==> config.mk <==
export PLATFORM = sky130hd
export DESIGN_NAME = uartTop
export DESIGN_NICKNAME = d
export VERILOG_FILES = /design/src/hdl/uartPkg.sv /design/src/hdl/baudTickGen.sv /design/src/hdl/txFifo.sv /design/src/hdl/uartTransmitter.sv /design/src/hdl/uartReceiver.sv /design/src/hdl/wbUartRegs.sv /design/src/hdl/uartTop.sv
export SDC_FILE = /design/constraint.sdc
export NUM_CORES = 1
export LEC_CHECK = 0
export BUFFER_PORTS_ARGS = -buffer_cell sky130_fd_sc_hd__buf_2
export CAP_MARGIN = 20
export CORE_ASPECT_RATIO = 1.4
export CORE_MARGIN = 5
export CORE_UTILIZATION = 33
export CTS_CLUSTER_DIAMETER = 150
export DETAILED_ROUTE_END_ITERATION = 10
export GPL_TIMING_DRIVEN = 0
export PLACE_DENSITY_LB_ADDON = 0.05
export SKIP_CTS_REPAIR_TIMING = 1
export SYNTH_ARGS = -nofsm -noshare
export SYNTH_HDL_FRONTEND = slang
export SYNTH_SLANG_ARGS = --single-unit
==> constraint.sdc <==
create_clock -name clk -period 2.42 [get_ports clk]
set_input_delay 0.363 -clock clk [delete_from_list [all_inputs] [get_ports clk]]
set_output_delay 0.363 -clock clk [all_outputs]
set_load 0.03 [all_outputs]
==> src/hdl/uartPkg.sv <==
package uartPkg;

	////////////////////////////////////////////////////////////
	// widths that carry a meaning
	////////////////////////////////////////////////////////////

	typedef logic [7:0] uartByte_t;		// one data byte, bus side and line side
	typedef logic [15:0] baudDiv_t;		// tick period is divisor + 1 clocks
	typedef logic [1:0] regAddr_t;		// wishbone word address

	// register map
	localparam regAddr_t addrData = 2'd0;		// tx push / rx holding reg
	localparam regAddr_t addrStatus = 2'd1;		// status word, read clears rxError
	localparam regAddr_t addrDivLo = 2'd2;		// divisor bits 7..0
	localparam regAddr_t addrDivHi = 2'd3;		// divisor bits 15..8

	////////////////////////////////////////////////////////////
	// status word, rxError ends up in bit 0
	////////////////////////////////////////////////////////////

	typedef struct packed {
		logic txFull;		// fifo cannot take another byte
		logic txEmpty;		// nothing waiting in the fifo
		logic txBusy;		// transmitter is inside a frame
		logic rxValid;		// holding reg has an unread byte
		logic rxError;		// sticky, framing error or overrun
	} uartStatus_t;

	// frame phases, same encoding for both directions
	typedef enum logic [1:0] {
		idle = 2'b00,
		start = 2'b01,
		data = 2'b10,
		stop = 2'b11
	} lineState_t;

endpackage

==> src/hdl/baudTickGen.sv <==
`timescale 1ns/1ps

module baudTickGen
(
	input logic clk,
	input logic reset,
	input uartPkg::baudDiv_t divisor,
	output logic sTick
);

	uartPkg::baudDiv_t count;	// clocks left before the next tick

	// free running down-counter
	always_ff @(posedge clk or posedge reset)
	begin
		if (reset)
			count <= '0;
		else if (count == '0)
			count <= divisor;	// reload, a new divisor only lands here
		else
			count <= count - 1'b1;
	end

	// one clock wide, every clock when divisor is 0
	assign sTick = (count == '0);

endmodule

==> src/hdl/txFifo.sv <==
`timescale 1ns/1ps

module txFifo #(
	parameter int fifoAddrLen = 2
)
(
	input logic clk,
	input logic reset,
	input logic push,
	input uartPkg::uartByte_t pushData,
	input logic pop,
	output uartPkg::uartByte_t headData,
	output logic full,
	output logic empty
);

	localparam int depth = 1 << fifoAddrLen;

	uartPkg::uartByte_t mem [depth];		// byte storage
	logic [fifoAddrLen-1:0] wrPtr, rdPtr;	// wrap on their own, depth is a power of 2
	logic [fifoAddrLen:0] count;			// occupancy, 0..depth
	logic doWrite, doRead;

	assign doWrite = push && !full;
	assign doRead = pop && !empty;

	always_ff @(posedge clk)
	begin
		if (doWrite)
			mem[wrPtr] <= pushData;
	end

	// pointers and occupancy
	always_ff @(posedge clk or posedge reset)
	begin
		if (reset)
		begin
			wrPtr <= '0;
			rdPtr <= '0;
			count <= '0;
		end
		else
		begin
			if (doWrite)
				wrPtr <= wrPtr + 1'b1;
			if (doRead)
				rdPtr <= rdPtr + 1'b1;
			case ({doWrite, doRead})
				2'b10: count <= count + 1'b1;
				2'b01: count <= count - 1'b1;
				default: count <= count;	// both or neither
			endcase
		end
	end

	assign full = (count == (fifoAddrLen + 1)'(depth));
	assign empty = (count == '0);
	assign headData = mem[rdPtr];	// fall-through, valid while !empty

	// the bus side drops writes when full, the transmitter only pops on !empty
	assert property (@(posedge clk) disable iff (reset) full |-> !push);
	assert property (@(posedge clk) disable iff (reset) empty |-> !pop);

endmodule

==> src/hdl/uartTransmitter.sv <==
`timescale 1ns/1ps

module uartTransmitter #(
	parameter int stopTicks = 16
)
(
	input logic clk,
	input logic reset,
	input logic sTick,
	input logic txStart,
	input uartPkg::uartByte_t din,
	output logic dataTaken,
	output logic txBusy,
	output logic tx
);

	localparam int cntW = $clog2(stopTicks + 1);
	localparam logic [cntW-1:0] lastTick = cntW'(15);			// 16 ticks per bit
	localparam logic [cntW-1:0] lastStop = cntW'(stopTicks - 1);

	uartPkg::lineState_t stateReg, stateNext;
	logic [cntW-1:0] sReg, sNext;		// tick counter inside a bit
	logic [2:0] nReg, nNext;			// data bit index
	uartPkg::uartByte_t bReg, bNext;	// shift reg, lsb goes out first
	logic txReg, txNext;

	always_ff @(posedge clk or posedge reset)
	begin
		if (reset)
		begin
			stateReg <= uartPkg::idle;
			sReg <= '0;
			nReg <= '0;
			txReg <= 1'b1;		// line idles high
		end
		else
		begin
			stateReg <= stateNext;
			sReg <= sNext;
			nReg <= nNext;
			txReg <= txNext;
		end
	end

	always_ff @(posedge clk)
	begin
		bReg <= bNext;
	end

	////////////////////////////////////////////////////////////
	// next state
	////////////////////////////////////////////////////////////

	always_comb
	begin
		stateNext = stateReg;
		sNext = sReg;
		nNext = nReg;
		bNext = bReg;
		txNext = txReg;
		dataTaken = 1'b0;
		case (stateReg)
			uartPkg::idle:
			begin
				txNext = 1'b1;
				// leave on a tick so the start bit is exactly 16 ticks
				if (txStart && sTick)
				begin
					dataTaken = 1'b1;	// pops the fifo head
					bNext = din;		// byte latched here, not in start
					sNext = '0;
					stateNext = uartPkg::start;
				end
			end
			uartPkg::start:
			begin
				txNext = 1'b0;
				if (sTick)
				begin
					if (sReg == lastTick)
					begin
						sNext = '0;
						nNext = '0;
						stateNext = uartPkg::data;
					end
					else
						sNext = sReg + 1'b1;
				end
			end
			uartPkg::data:
			begin
				txNext = bReg[0];
				if (sTick)
				begin
					if (sReg == lastTick)
					begin
						sNext = '0;
						bNext = bReg >> 1;	// next bit into position 0
						if (nReg == 3'd7)
							stateNext = uartPkg::stop;
						else
							nNext = nReg + 1'b1;
					end
					else
						sNext = sReg + 1'b1;
				end
			end
			uartPkg::stop:
			begin
				txNext = 1'b1;
				if (sTick)
				begin
					if (sReg == lastStop)
						stateNext = uartPkg::idle;	// 1, 1.5 or 2 stop bits
					else
						sNext = sReg + 1'b1;
				end
			end
		endcase
	end

	assign txBusy = (stateReg != uartPkg::idle);
	assign tx = txReg;

	assert property (@(posedge clk) disable iff (reset) (stateReg == uartPkg::idle) |-> tx);
	assert property (@(posedge clk) disable iff (reset)
		dataTaken |-> (stateReg == uartPkg::idle) && txStart);

endmodule

==> src/hdl/uartReceiver.sv <==
`timescale 1ns/1ps

module uartReceiver #(
	parameter int stopTicks = 16
)
(
	input logic clk,
	input logic reset,
	input logic sTick,
	input logic rx,
	output logic rxDone,
	output logic frameErr,
	output uartPkg::uartByte_t rxData
);

	// from the last data sample to the middle of the stop time
	localparam int stopSample = 8 + stopTicks / 2;
	localparam int cntW = $clog2(stopSample + 1);
	localparam logic [cntW-1:0] startMid = cntW'(7);
	localparam logic [cntW-1:0] lastTick = cntW'(15);
	localparam logic [cntW-1:0] stopMid = cntW'(stopSample - 1);

	logic rxMeta, rxSync, rxLast;		// 2-flop sync plus edge history
	uartPkg::lineState_t stateReg, stateNext;
	logic [cntW-1:0] sReg, sNext;
	logic [2:0] nReg, nNext;
	uartPkg::uartByte_t bReg, bNext;

	always_ff @(posedge clk or posedge reset)
	begin
		if (reset)
		begin
			rxMeta <= 1'b1;
			rxSync <= 1'b1;
			rxLast <= 1'b1;
			stateReg <= uartPkg::idle;
			sReg <= '0;
			nReg <= '0;
		end
		else
		begin
			rxMeta <= rx;
			rxSync <= rxMeta;
			rxLast <= rxSync;
			stateReg <= stateNext;
			sReg <= sNext;
			nReg <= nNext;
		end
	end

	always_ff @(posedge clk)
	begin
		bReg <= bNext;
	end

	always_comb
	begin
		stateNext = stateReg;
		sNext = sReg;
		nNext = nReg;
		bNext = bReg;
		rxDone = 1'b0;
		frameErr = 1'b0;
		case (stateReg)
			uartPkg::idle:
			begin
				if (rxLast && !rxSync)		// falling edge only, a held-low line waits
				begin
					sNext = '0;
					stateNext = uartPkg::start;
				end
			end
			uartPkg::start:
			begin
				if (sTick)
				begin
					if (sReg == startMid)
					begin
						sNext = '0;
						nNext = '0;
						// glitch if the line is back high by mid start bit
						stateNext = rxSync ? uartPkg::idle : uartPkg::data;
					end
					else
						sNext = sReg + 1'b1;
				end
			end
			uartPkg::data:
			begin
				if (sTick)
				begin
					if (sReg == lastTick)
					begin
						sNext = '0;
						bNext = {rxSync, bReg[7:1]};	// lsb arrives first
						if (nReg == 3'd7)
							stateNext = uartPkg::stop;
						else
							nNext = nReg + 1'b1;
					end
					else
						sNext = sReg + 1'b1;
				end
			end
			uartPkg::stop:
			begin
				if (sTick)
				begin
					if (sReg == stopMid)
					begin
						rxDone = 1'b1;			// sender still in its stop bit
						frameErr = !rxSync;
						stateNext = uartPkg::idle;
					end
					else
						sNext = sReg + 1'b1;
				end
			end
		endcase
	end

	assign rxData = bReg;

	assert property (@(posedge clk) disable iff (reset) frameErr |-> rxDone);

endmodule

==> src/hdl/wbUartRegs.sv <==
`timescale 1ns/1ps

module wbUartRegs
(
	input logic clk,
	input logic reset,
	input logic cyc,
	input logic stb,
	input logic we,
	input uartPkg::regAddr_t adr,
	input uartPkg::uartByte_t datWr,
	output uartPkg::uartByte_t datRd,
	output logic ack,
	output logic push,
	output uartPkg::uartByte_t pushData,
	input logic full,
	input logic empty,
	input logic txBusy,
	output uartPkg::baudDiv_t divisor,
	input logic rxDone,
	input logic frameErr,
	input uartPkg::uartByte_t rxData
);

	logic access, wrAccess, rdAccess;
	logic dataRead, statusRead;
	logic rxValid, rxError;
	uartPkg::uartByte_t rxHold;		// single holding reg, no rx fifo
	uartPkg::uartStatus_t status;

	// request seen, ack rises on this edge; blocked while ack is high
	assign access = cyc && stb && !ack;
	assign wrAccess = access && we;
	assign rdAccess = access && !we;
	assign dataRead = rdAccess && (adr == uartPkg::addrData);
	assign statusRead = rdAccess && (adr == uartPkg::addrStatus);

	assign push = wrAccess && (adr == uartPkg::addrData) && !full;	// full drops the byte
	assign pushData = datWr;

	assign status.txFull = full;
	assign status.txEmpty = empty;
	assign status.txBusy = txBusy;
	assign status.rxValid = rxValid;
	assign status.rxError = rxError;

	////////////////////////////////////////////////////////////
	// control regs and sticky flags
	////////////////////////////////////////////////////////////

	always_ff @(posedge clk or posedge reset)
	begin
		if (reset)
		begin
			ack <= 1'b0;
			divisor <= '0;
			rxValid <= 1'b0;
			rxError <= 1'b0;
		end
		else
		begin
			ack <= access;
			if (wrAccess && (adr == uartPkg::addrDivLo))
				divisor[7:0] <= datWr;
			if (wrAccess && (adr == uartPkg::addrDivHi))
				divisor[15:8] <= datWr;
			if (rxDone)
				rxValid <= 1'b1;			// new byte beats a read on the same edge
			else if (dataRead)
				rxValid <= 1'b0;
			if (frameErr || (rxDone && rxValid && !dataRead))
				rxError <= 1'b1;			// framing error or overrun
			else if (statusRead)
				rxError <= 1'b0;
		end
	end

	// read data is captured on the ack edge, before any clear
	always_ff @(posedge clk)
	begin
		if (rxDone)
			rxHold <= rxData;	// an overrun overwrites
		if (rdAccess)
		begin
			case (adr)
				uartPkg::addrData: datRd <= rxHold;
				uartPkg::addrStatus: datRd <= {3'b000, status};
				uartPkg::addrDivLo: datRd <= divisor[7:0];
				uartPkg::addrDivHi: datRd <= divisor[15:8];
			endcase
		end
	end

	assert property (@(posedge clk) disable iff (reset) ack |-> $past(cyc && stb));

endmodule

==> src/hdl/uartTop.sv <==
`timescale 1ns/1ps

module uartTop #(
	parameter int fifoAddrLen = 2,		// 4 entry tx fifo
	parameter int stopTicks = 16		// 16/24/32 for 1/1.5/2 stop bits
)
(
	input logic clk,
	input logic reset,
	input logic cyc,
	input logic stb,
	input logic we,
	input uartPkg::regAddr_t adr,
	input uartPkg::uartByte_t datWr,
	output uartPkg::uartByte_t datRd,
	output logic ack,
	input logic rx,
	output logic tx
);

	logic push, pop, full, empty, txBusy;
	logic sTick, rxDone, frameErr;
	uartPkg::uartByte_t pushData, headData, rxData;
	uartPkg::baudDiv_t divisor;

	wbUartRegs wbUartRegs_inst (
		.clk(clk), .reset(reset),
		.cyc(cyc), .stb(stb), .we(we), .adr(adr),
		.datWr(datWr), .datRd(datRd), .ack(ack),
		.push(push), .pushData(pushData),
		.full(full), .empty(empty), .txBusy(txBusy),
		.divisor(divisor),
		.rxDone(rxDone), .frameErr(frameErr), .rxData(rxData)
	);

	txFifo #(.fifoAddrLen(fifoAddrLen)) txFifo_inst (
		.clk(clk), .reset(reset),
		.push(push), .pushData(pushData),
		.pop(pop), .headData(headData),		// pop is the transmitter's take strobe
		.full(full), .empty(empty)
	);

	baudTickGen baudTickGen_inst (
		.clk(clk), .reset(reset), .divisor(divisor), .sTick(sTick)
	);

	uartTransmitter #(.stopTicks(stopTicks)) uartTransmitter_inst (
		.clk(clk), .reset(reset), .sTick(sTick),
		.txStart(!empty), .din(headData),	// any queued byte starts a frame
		.dataTaken(pop), .txBusy(txBusy), .tx(tx)
	);

	uartReceiver #(.stopTicks(stopTicks)) uartReceiver_inst (
		.clk(clk), .reset(reset), .sTick(sTick), .rx(rx),
		.rxDone(rxDone), .frameErr(frameErr), .rxData(rxData)
	);

endmodule

# Yosys cells after proc, flatten, opt, wreduce, memory -nomap -nowiden
# Memory sizes are Yosys's and may differ from the RTL's.
# Cells that the tools add are included.
dict set report classes {
  add_sub_neg 9
  eq_ne 38
  mux 67
  n_reduce_logical 45
}
# cell count
set op_table {}
lappend op_table {{5-bit 2-to-1 mux} 12}
lappend op_table {{2-bit 2-to-1 mux} 17}
lappend op_table {{8-bit one-hot mux with 4 select lines} 1}
lappend op_table {{3-bit 2-to-1 mux} 10}
lappend op_table {{2-bit by 1-bit inequality test with 1-bit output, second input constant} 14}
lappend op_table {{8-bit 2-to-1 mux} 3}
lappend op_table {{5-bit one-hot mux with 4 select lines} 1}
lappend op_table {{3-bit one-hot mux with 2 select lines} 3}
lappend op_table {{1-bit logical AND} 16}
lappend op_table {{16-bit zero test} 1}
lappend op_table {{16-bit 2-to-1 mux} 1}
lappend op_table {{2-bit one-hot mux with 4 select lines} 2}
lappend op_table {{8-bit one-hot mux with 2 select lines} 1}
lappend op_table {{8-bit AND reduction} 2}
lappend op_table {{16-bit by 1-bit subtractor with 16-bit output, second input constant} 1}
lappend op_table {{5-bit one-hot mux with 3 select lines} 1}
lappend op_table {{2-bit == test, second input constant} 7}
lappend op_table {{1-bit 2-to-1 mux} 14}
lappend op_table {{2-bit inequality test, second input constant} 7}
lappend op_table {{2-bit nonzero test} 7}
lappend op_table {{6-bit AND reduction} 2}
lappend op_table {{5-bit by 1-bit adder with 5-bit output, second input constant} 2}
lappend op_table {{5-bit by 4-bit == test with 1-bit output, second input constant} 2}
lappend op_table {{3-bit by 1-bit adder with 3-bit output, second input constant} 3}
lappend op_table {{other kinds (14)} 29}
dict set report word_totals {
  reg_bits 98
  ram_bits 32
  input_bits 16
  output_inout_bits 10
  elab_cells 183
  mem_count 1
}
# memory words word_bits rd rd_ports_with_merged_regs wr line
set memory_table {}
lappend memory_table {txFifo_inst.mem 4 8 1 0 1 txFifo.sv:19} ;# uartPkg::uartByte_t mem [depth];

# Logic depth before layout (Yosys ltp)
dict set report logic_depth {
  depth_word 8
  mapped_depth 13
  ltp_nobuf 12
}

# Modules after synthesis
# From an unflattened synthesis, not the netlist that was laid out.
dict set report unflattened {
  cells_unflattened 451
  area_unflattened_um2 6120.9
}
# module n_inst cells_each area_per_inst_um2 seq_area_each_um2
set by_module_without_submodules {}
lappend by_module_without_submodules {txFifo 1 80 1596.5 1136.1}
lappend by_module_without_submodules {wbUartRegs 1 87 1556.5 955.9}
lappend by_module_without_submodules {uartTransmitter 1 100 1077.3 516.7}
lappend by_module_without_submodules {uartReceiver 1 82 969.7 569.3}
lappend by_module_without_submodules {baudTickGen 1 101 917.1 400.4}
lappend by_module_without_submodules {uartTop 1 1 3.8 0.0}

# Worst setup path after synthesis
# OpenSTA, ideal clock, no wires.
dict set report synth_path {
  path_type {register -> register}
  start {register baudTickGen_inst.count[0]}
  end {register uartReceiver_inst.bReg[0] (netlist: uartReceiver_inst.rxData[0]) (enable)}
  setup_time_ps 383
  arrival_time_ps 2226
  required_ps 2037
  setup_slack_ps -189
  stages_incl_launch_ff 9
  n_path_buf 2
  period_less_slack_ps 2609
  cell_sequence {dfrtp_1 -> inv_1 -> ha_1 -> nor3b_4 -> and4b_1 -> buf_6 -> nand2_1 -> clkbuf_1 -> nor3_1}
}
dict set report synth_between {
  elab_chain_len 2
}
# item line
set synth_rtl {}
lappend synth_rtl {{start: declaration} baudTickGen.sv:11} ;# uartPkg::baudDiv_t count;
lappend synth_rtl {{start signal: assignment} baudTickGen.sv:19} ;# count <= divisor;
lappend synth_rtl {{start signal: assignment} baudTickGen.sv:21} ;# count <= count - 1'b1;
lappend synth_rtl {{16-bit zero test} baudTickGen.sv:25} ;# assign sTick = (count == '0);
lappend synth_rtl {{3-bit AND reduction (no line)} --}
lappend synth_rtl {{end signal: assignment} uartReceiver.sv:53} ;# bReg <= bNext;
lappend synth_rtl {{end: declaration} uartReceiver.sv:27} ;# uartPkg::uartByte_t bReg, bNext;
# Every way passes these cells.
# A chain may end at the register's enable or synchronous reset.

# Worst setup path in the final report
dict set report layout_path {
  start {register baudTickGen_inst.count[9]}
  end {register txFifo_inst.count[2]}
}
dict set report layout_between {
  elab_chain_len 7
}
# item line
set layout_rtl {}
lappend layout_rtl {{16-bit zero test *} baudTickGen.sv:25}
lappend layout_rtl {{1-bit logical AND *} uartTransmitter.sv:67} ;# if (txStart && sTick)
lappend layout_rtl {{1-bit 2-to-1 mux *} uartTransmitter.sv:67}
lappend layout_rtl {{1-bit 2-to-1 mux *} uartTransmitter.sv:62} ;# case (stateReg)
lappend layout_rtl {{1-bit logical AND *} txFifo.sv:25} ;# assign doRead = pop && !empty;
lappend layout_rtl {{named net txFifo_inst.doRead} txFifo.sv:22} ;# logic doWrite, doRead;
lappend layout_rtl {{2-bit by 1-bit == test with 1-bit output or 2-bit == test (tied branches)} txFifo.sv:48} ;# case ({doWrite, doRead})
lappend layout_rtl {{3-bit one-hot mux with 2 select lines or 2-bit nonzero test (tied branches)} --}
lappend layout_rtl {{end signal: assignment} txFifo.sv:49} ;# 2'b10: count <= count + 1'b1;
lappend layout_rtl {{end signal: assignment} txFifo.sv:50} ;# 2'b01: count <= count - 1'b1;
lappend layout_rtl {{end signal: assignment} txFifo.sv:51} ;# default: count <= count;
lappend layout_rtl {{end: declaration} txFifo.sv:21} ;# logic [fifoAddrLen:0] count;
# The timed path passes the listed nets; every way through them passes the cells marked *.

==> impl_metrics.env <==
export IMPL_status="finished, violations left"
export IMPL_violations="negative setup slack"
export IMPL_synth_edff_count=64
export IMPL_cap_viol_max_count=0
export IMPL_portBuffers=25
export IMPL_ys_flop_type="edfxtp_1"
export IMPL_clock_latency_ps=420
export IMPL_final_common_cell="edfxtp_1"
export IMPL_worst_ep_arrival_time_ps=2870
export IMPL_netlist_area_sq_um=5980
export IMPL_routed_wl_um=13400
export IMPL_max_vdd_ir_drop_mv=0.476
export IMPL_final_setup_worst_slack_ps=-117
export IMPL_yosys_warnings=0
export IMPL_grt_max_degree=65
export IMPL_grtUsageTotal_pct=13.9
export IMPL_syn_to_final_growth_pct=21.8
export IMPL_yosysSeqAreaShare_pct=59.8
export IMPL_synth_distinct_cells=66
export IMPL_cts_sinks=130
export IMPL_clkSlewWorstSetupHoldPaths_ps=60
export IMPL_fmax_mhz=394
export IMPL_antenna_found_initial=0
export IMPL_ctsRootBufferMaster="clkbuf_16"
export IMPL_cp_required_ps=2760
export IMPL_fin_cells=754
export IMPL_p_leak_nw=2.87
export IMPL_nets=539
export IMPL_wl_per_cell_um=17.8
export IMPL_crit_type="flop to flop"
export IMPL_fin_worst_skew_ps=11.9
export IMPL_period_needed_ps=2540
export IMPL_drc=0
export IMPL_htreeDepth=4
export IMPL_syn_nets=474
export IMPL_die_width_um=124
export IMPL_critical_path_endpoint_type="flop"
export IMPL_synth_seq_cells=130
export IMPL_antenna_cells=0
export IMPL_io_pins=26
export IMPL_hpwlAfterDp_um=9570
export IMPL_grt_pass1_vias=3803
export IMPL_vias_per_cell=4.85
export IMPL_grt_ovfl_total=0
export IMPL_slew_violations=0
export IMPL_min_period_over_period_pct=105
export IMPL_dp_slack_ps=-508
export IMPL_start_kind="flop"
export IMPL_start_util_pct=33.4
export IMPL_p_per_area_nw_per_um2=1020
export IMPL_crit_fanout=3
export IMPL_placementRows=58
export IMPL_die_h_um=169
export IMPL_async_flop_share_pct=50.8
export IMPL_relSlewSlack_pct=38.3
export IMPL_finalSetupViolCount=1
export IMPL_cts_tree="built"
export IMPL_syn_inst=436
export IMPL_routabilityCongestion=0.743
export IMPL_dp_cells=703
export IMPL_layout_common_cells="edfxtp_1, dfrtp_1, buf_2, nor2_1, mux2_2"
export IMPL_core_area_sq_um=17900
export IMPL_hold_viol_final=0
export IMPL_clockBufferDepth=2
export IMPL_tns_ps=-117
export IMPL_vias=3657
export IMPL_rsz0062_at_grt="yes"
export IMPL_ant_nets=0
export IMPL_drive_gt1_share_pct=30.4
export IMPL_initialDrtViolationCount=206
export IMPL_dr_pass1_iters=4
export IMPL_syn_area_per_cell_sq_um=13.7
export IMPL_grt_pass1_wl_um=21600
export IMPL_cts_buffers=17
export IMPL_min_path_type="primary input to flop"
export IMPL_p_total_mw=7.40
export IMPL_dieArea_sq_um=21000
export IMPL_tightest_slew_ps=921
export IMPL_fill_cells=1737
[synthesized netlist by cell type (4+ instances only)]
library cell	count	area share [%]
a21oi_1	12	1.0
a22o_1	9	1.3
a31oi_1	4	0.42
and2_1	5	0.52
buf_2	4	0.33
clkbuf_1	8	0.50
dfrtp_1	62	26
dfstp_2	4	1.8
edfxtp_1	64	32
ha_1	21	4.4
inv_1	23	1.4
mux2_2	27	5.1
mux4_2	13	4.9
nand2_1	27	1.7
nand2b_1	8	0.84
nand3_1	10	0.84
nand4_1	4	0.42
nor2_1	27	1.7
nor2b_1	6	0.63
nor3_1	5	0.42
o211ai_1	4	0.50
o21ai_0	19	1.6
xnor2_1	9	1.3
xor2_1	5	0.73
[metrics by stage]
stage                     hold slack (ps)  utilization [%]  area (sq um)
final                                42.4             40.6          7280
after global routing                 14.0             40.6          7280
after CTS                           -20.7             39.3          7040
after detailed placement              352             36.0          6450
after global placement                347             35.8          6410
after floorplan                       345                -          5990
[logic make-up after synthesis]
logic type,Yosys count,share of synthesized area (%)
compound gates,71,8.52
xor+xnor,14,2.05
fa+ha+maj,22,4.73
buf+inv,37,2.53
flops,130,59.8
mux,45,10.9
simple gates,117,11.5
[cell type report]
| cell class | instances | area, sq um | area share (%) |
|---|---|---|---|
| flip-flops and latches | 130 | 3580 | 49.1 |
| multi-input cells | 269 | 2330 | 32.0 |
| clock buffers | 18 | 429 | 5.89 |
| repair buffers | 46 | 330 | 4.54 |
| well taps | 240 | 300 | 4.12 |
| clock inverters | 14 | 158 | 2.16 |
| inverters | 23 | 92.6 | 1.27 |
| plain buffers | 14 | 65.1 | 0.893 |
[layer usage]
layer | GRT usage, % | part of all wire [%] | wire [um] | vias up
met5 | 0 | 0 | 0 | -
met4 | 5.59 | 1.7 | 234 | 0
met3 | 3.27 | 2.7 | 360 | 18
met2 | 23.1 | 51 | 6890 | 37
met1 | 17.4 | 44 | 5910 | 1853
li1 | - | - | - | 1749
[flip-flops by register name, summed over array words and instances (netlist names), 2 cells and up, named ones only]
signal                         cells
uartReceiver_inst.sReg             5
txFifo_inst.mem                   32
uartTransmitter_inst.stateReg      2
wbUartRegs_inst.rxHold             8
wbUartRegs_inst.datRd              8
baudTickGen_inst.count            16
txFifo_inst.count                  3
uartTransmitter_inst.sReg          5
wbUartRegs_inst.divisor           16
uartTransmitter_inst.bReg          8
txFifo_inst.wrPtr                  2
uartTransmitter_inst.nReg          3
uartReceiver_inst.rxData           8
txFifo_inst.rdPtr                  2
uartReceiver_inst.nReg             3
[power by group]
group	internal [mW]	leakage (nW)	switching, mW	total (mW)
sequential	2.73	1.40	0.345	3.07
clock	1.53	0.277	0.999	2.53
combinational	0.839	1.19	0.959	1.80
total	5.10	2.87	2.30	7.40
[worst paths after layout]
| kind | from | endpoint | slack [ps] | cells past startpoint |
|---|---|---|---|---|
| worst max register to register | baudTickGen_inst.count[9] | txFifo_inst.count[2] | -120 | 11 |
| worst max-delay path | baudTickGen_inst.count[9] | txFifo_inst.count[2] | -120 | 11 |
| max in group asynchronous | reset | uartTransmitter_inst.tx | 1500 | 4 |
| worst min register to register | uartReceiver_inst.rxMeta | uartReceiver_inst.rxSync | 360 | 0 |
| min in group asynchronous | reset | uartReceiver_inst.rxMeta | 550 | 3 |
| worst min-delay path | rx | uartReceiver_inst.rxMeta | 40 | 1 |
[critical path: stages, from the launching register on]
cell and delay (ps):
dfrtp_2 430, nor4_4 390, and4b_1 270, buf_6 110
nand2_4 50, nor3_4 210, ha_2 220, inv_2 40
fa_2 330, xor2_1 140, nor2_1 120, xor2_1 140
(Power assumes the default switching activity.)
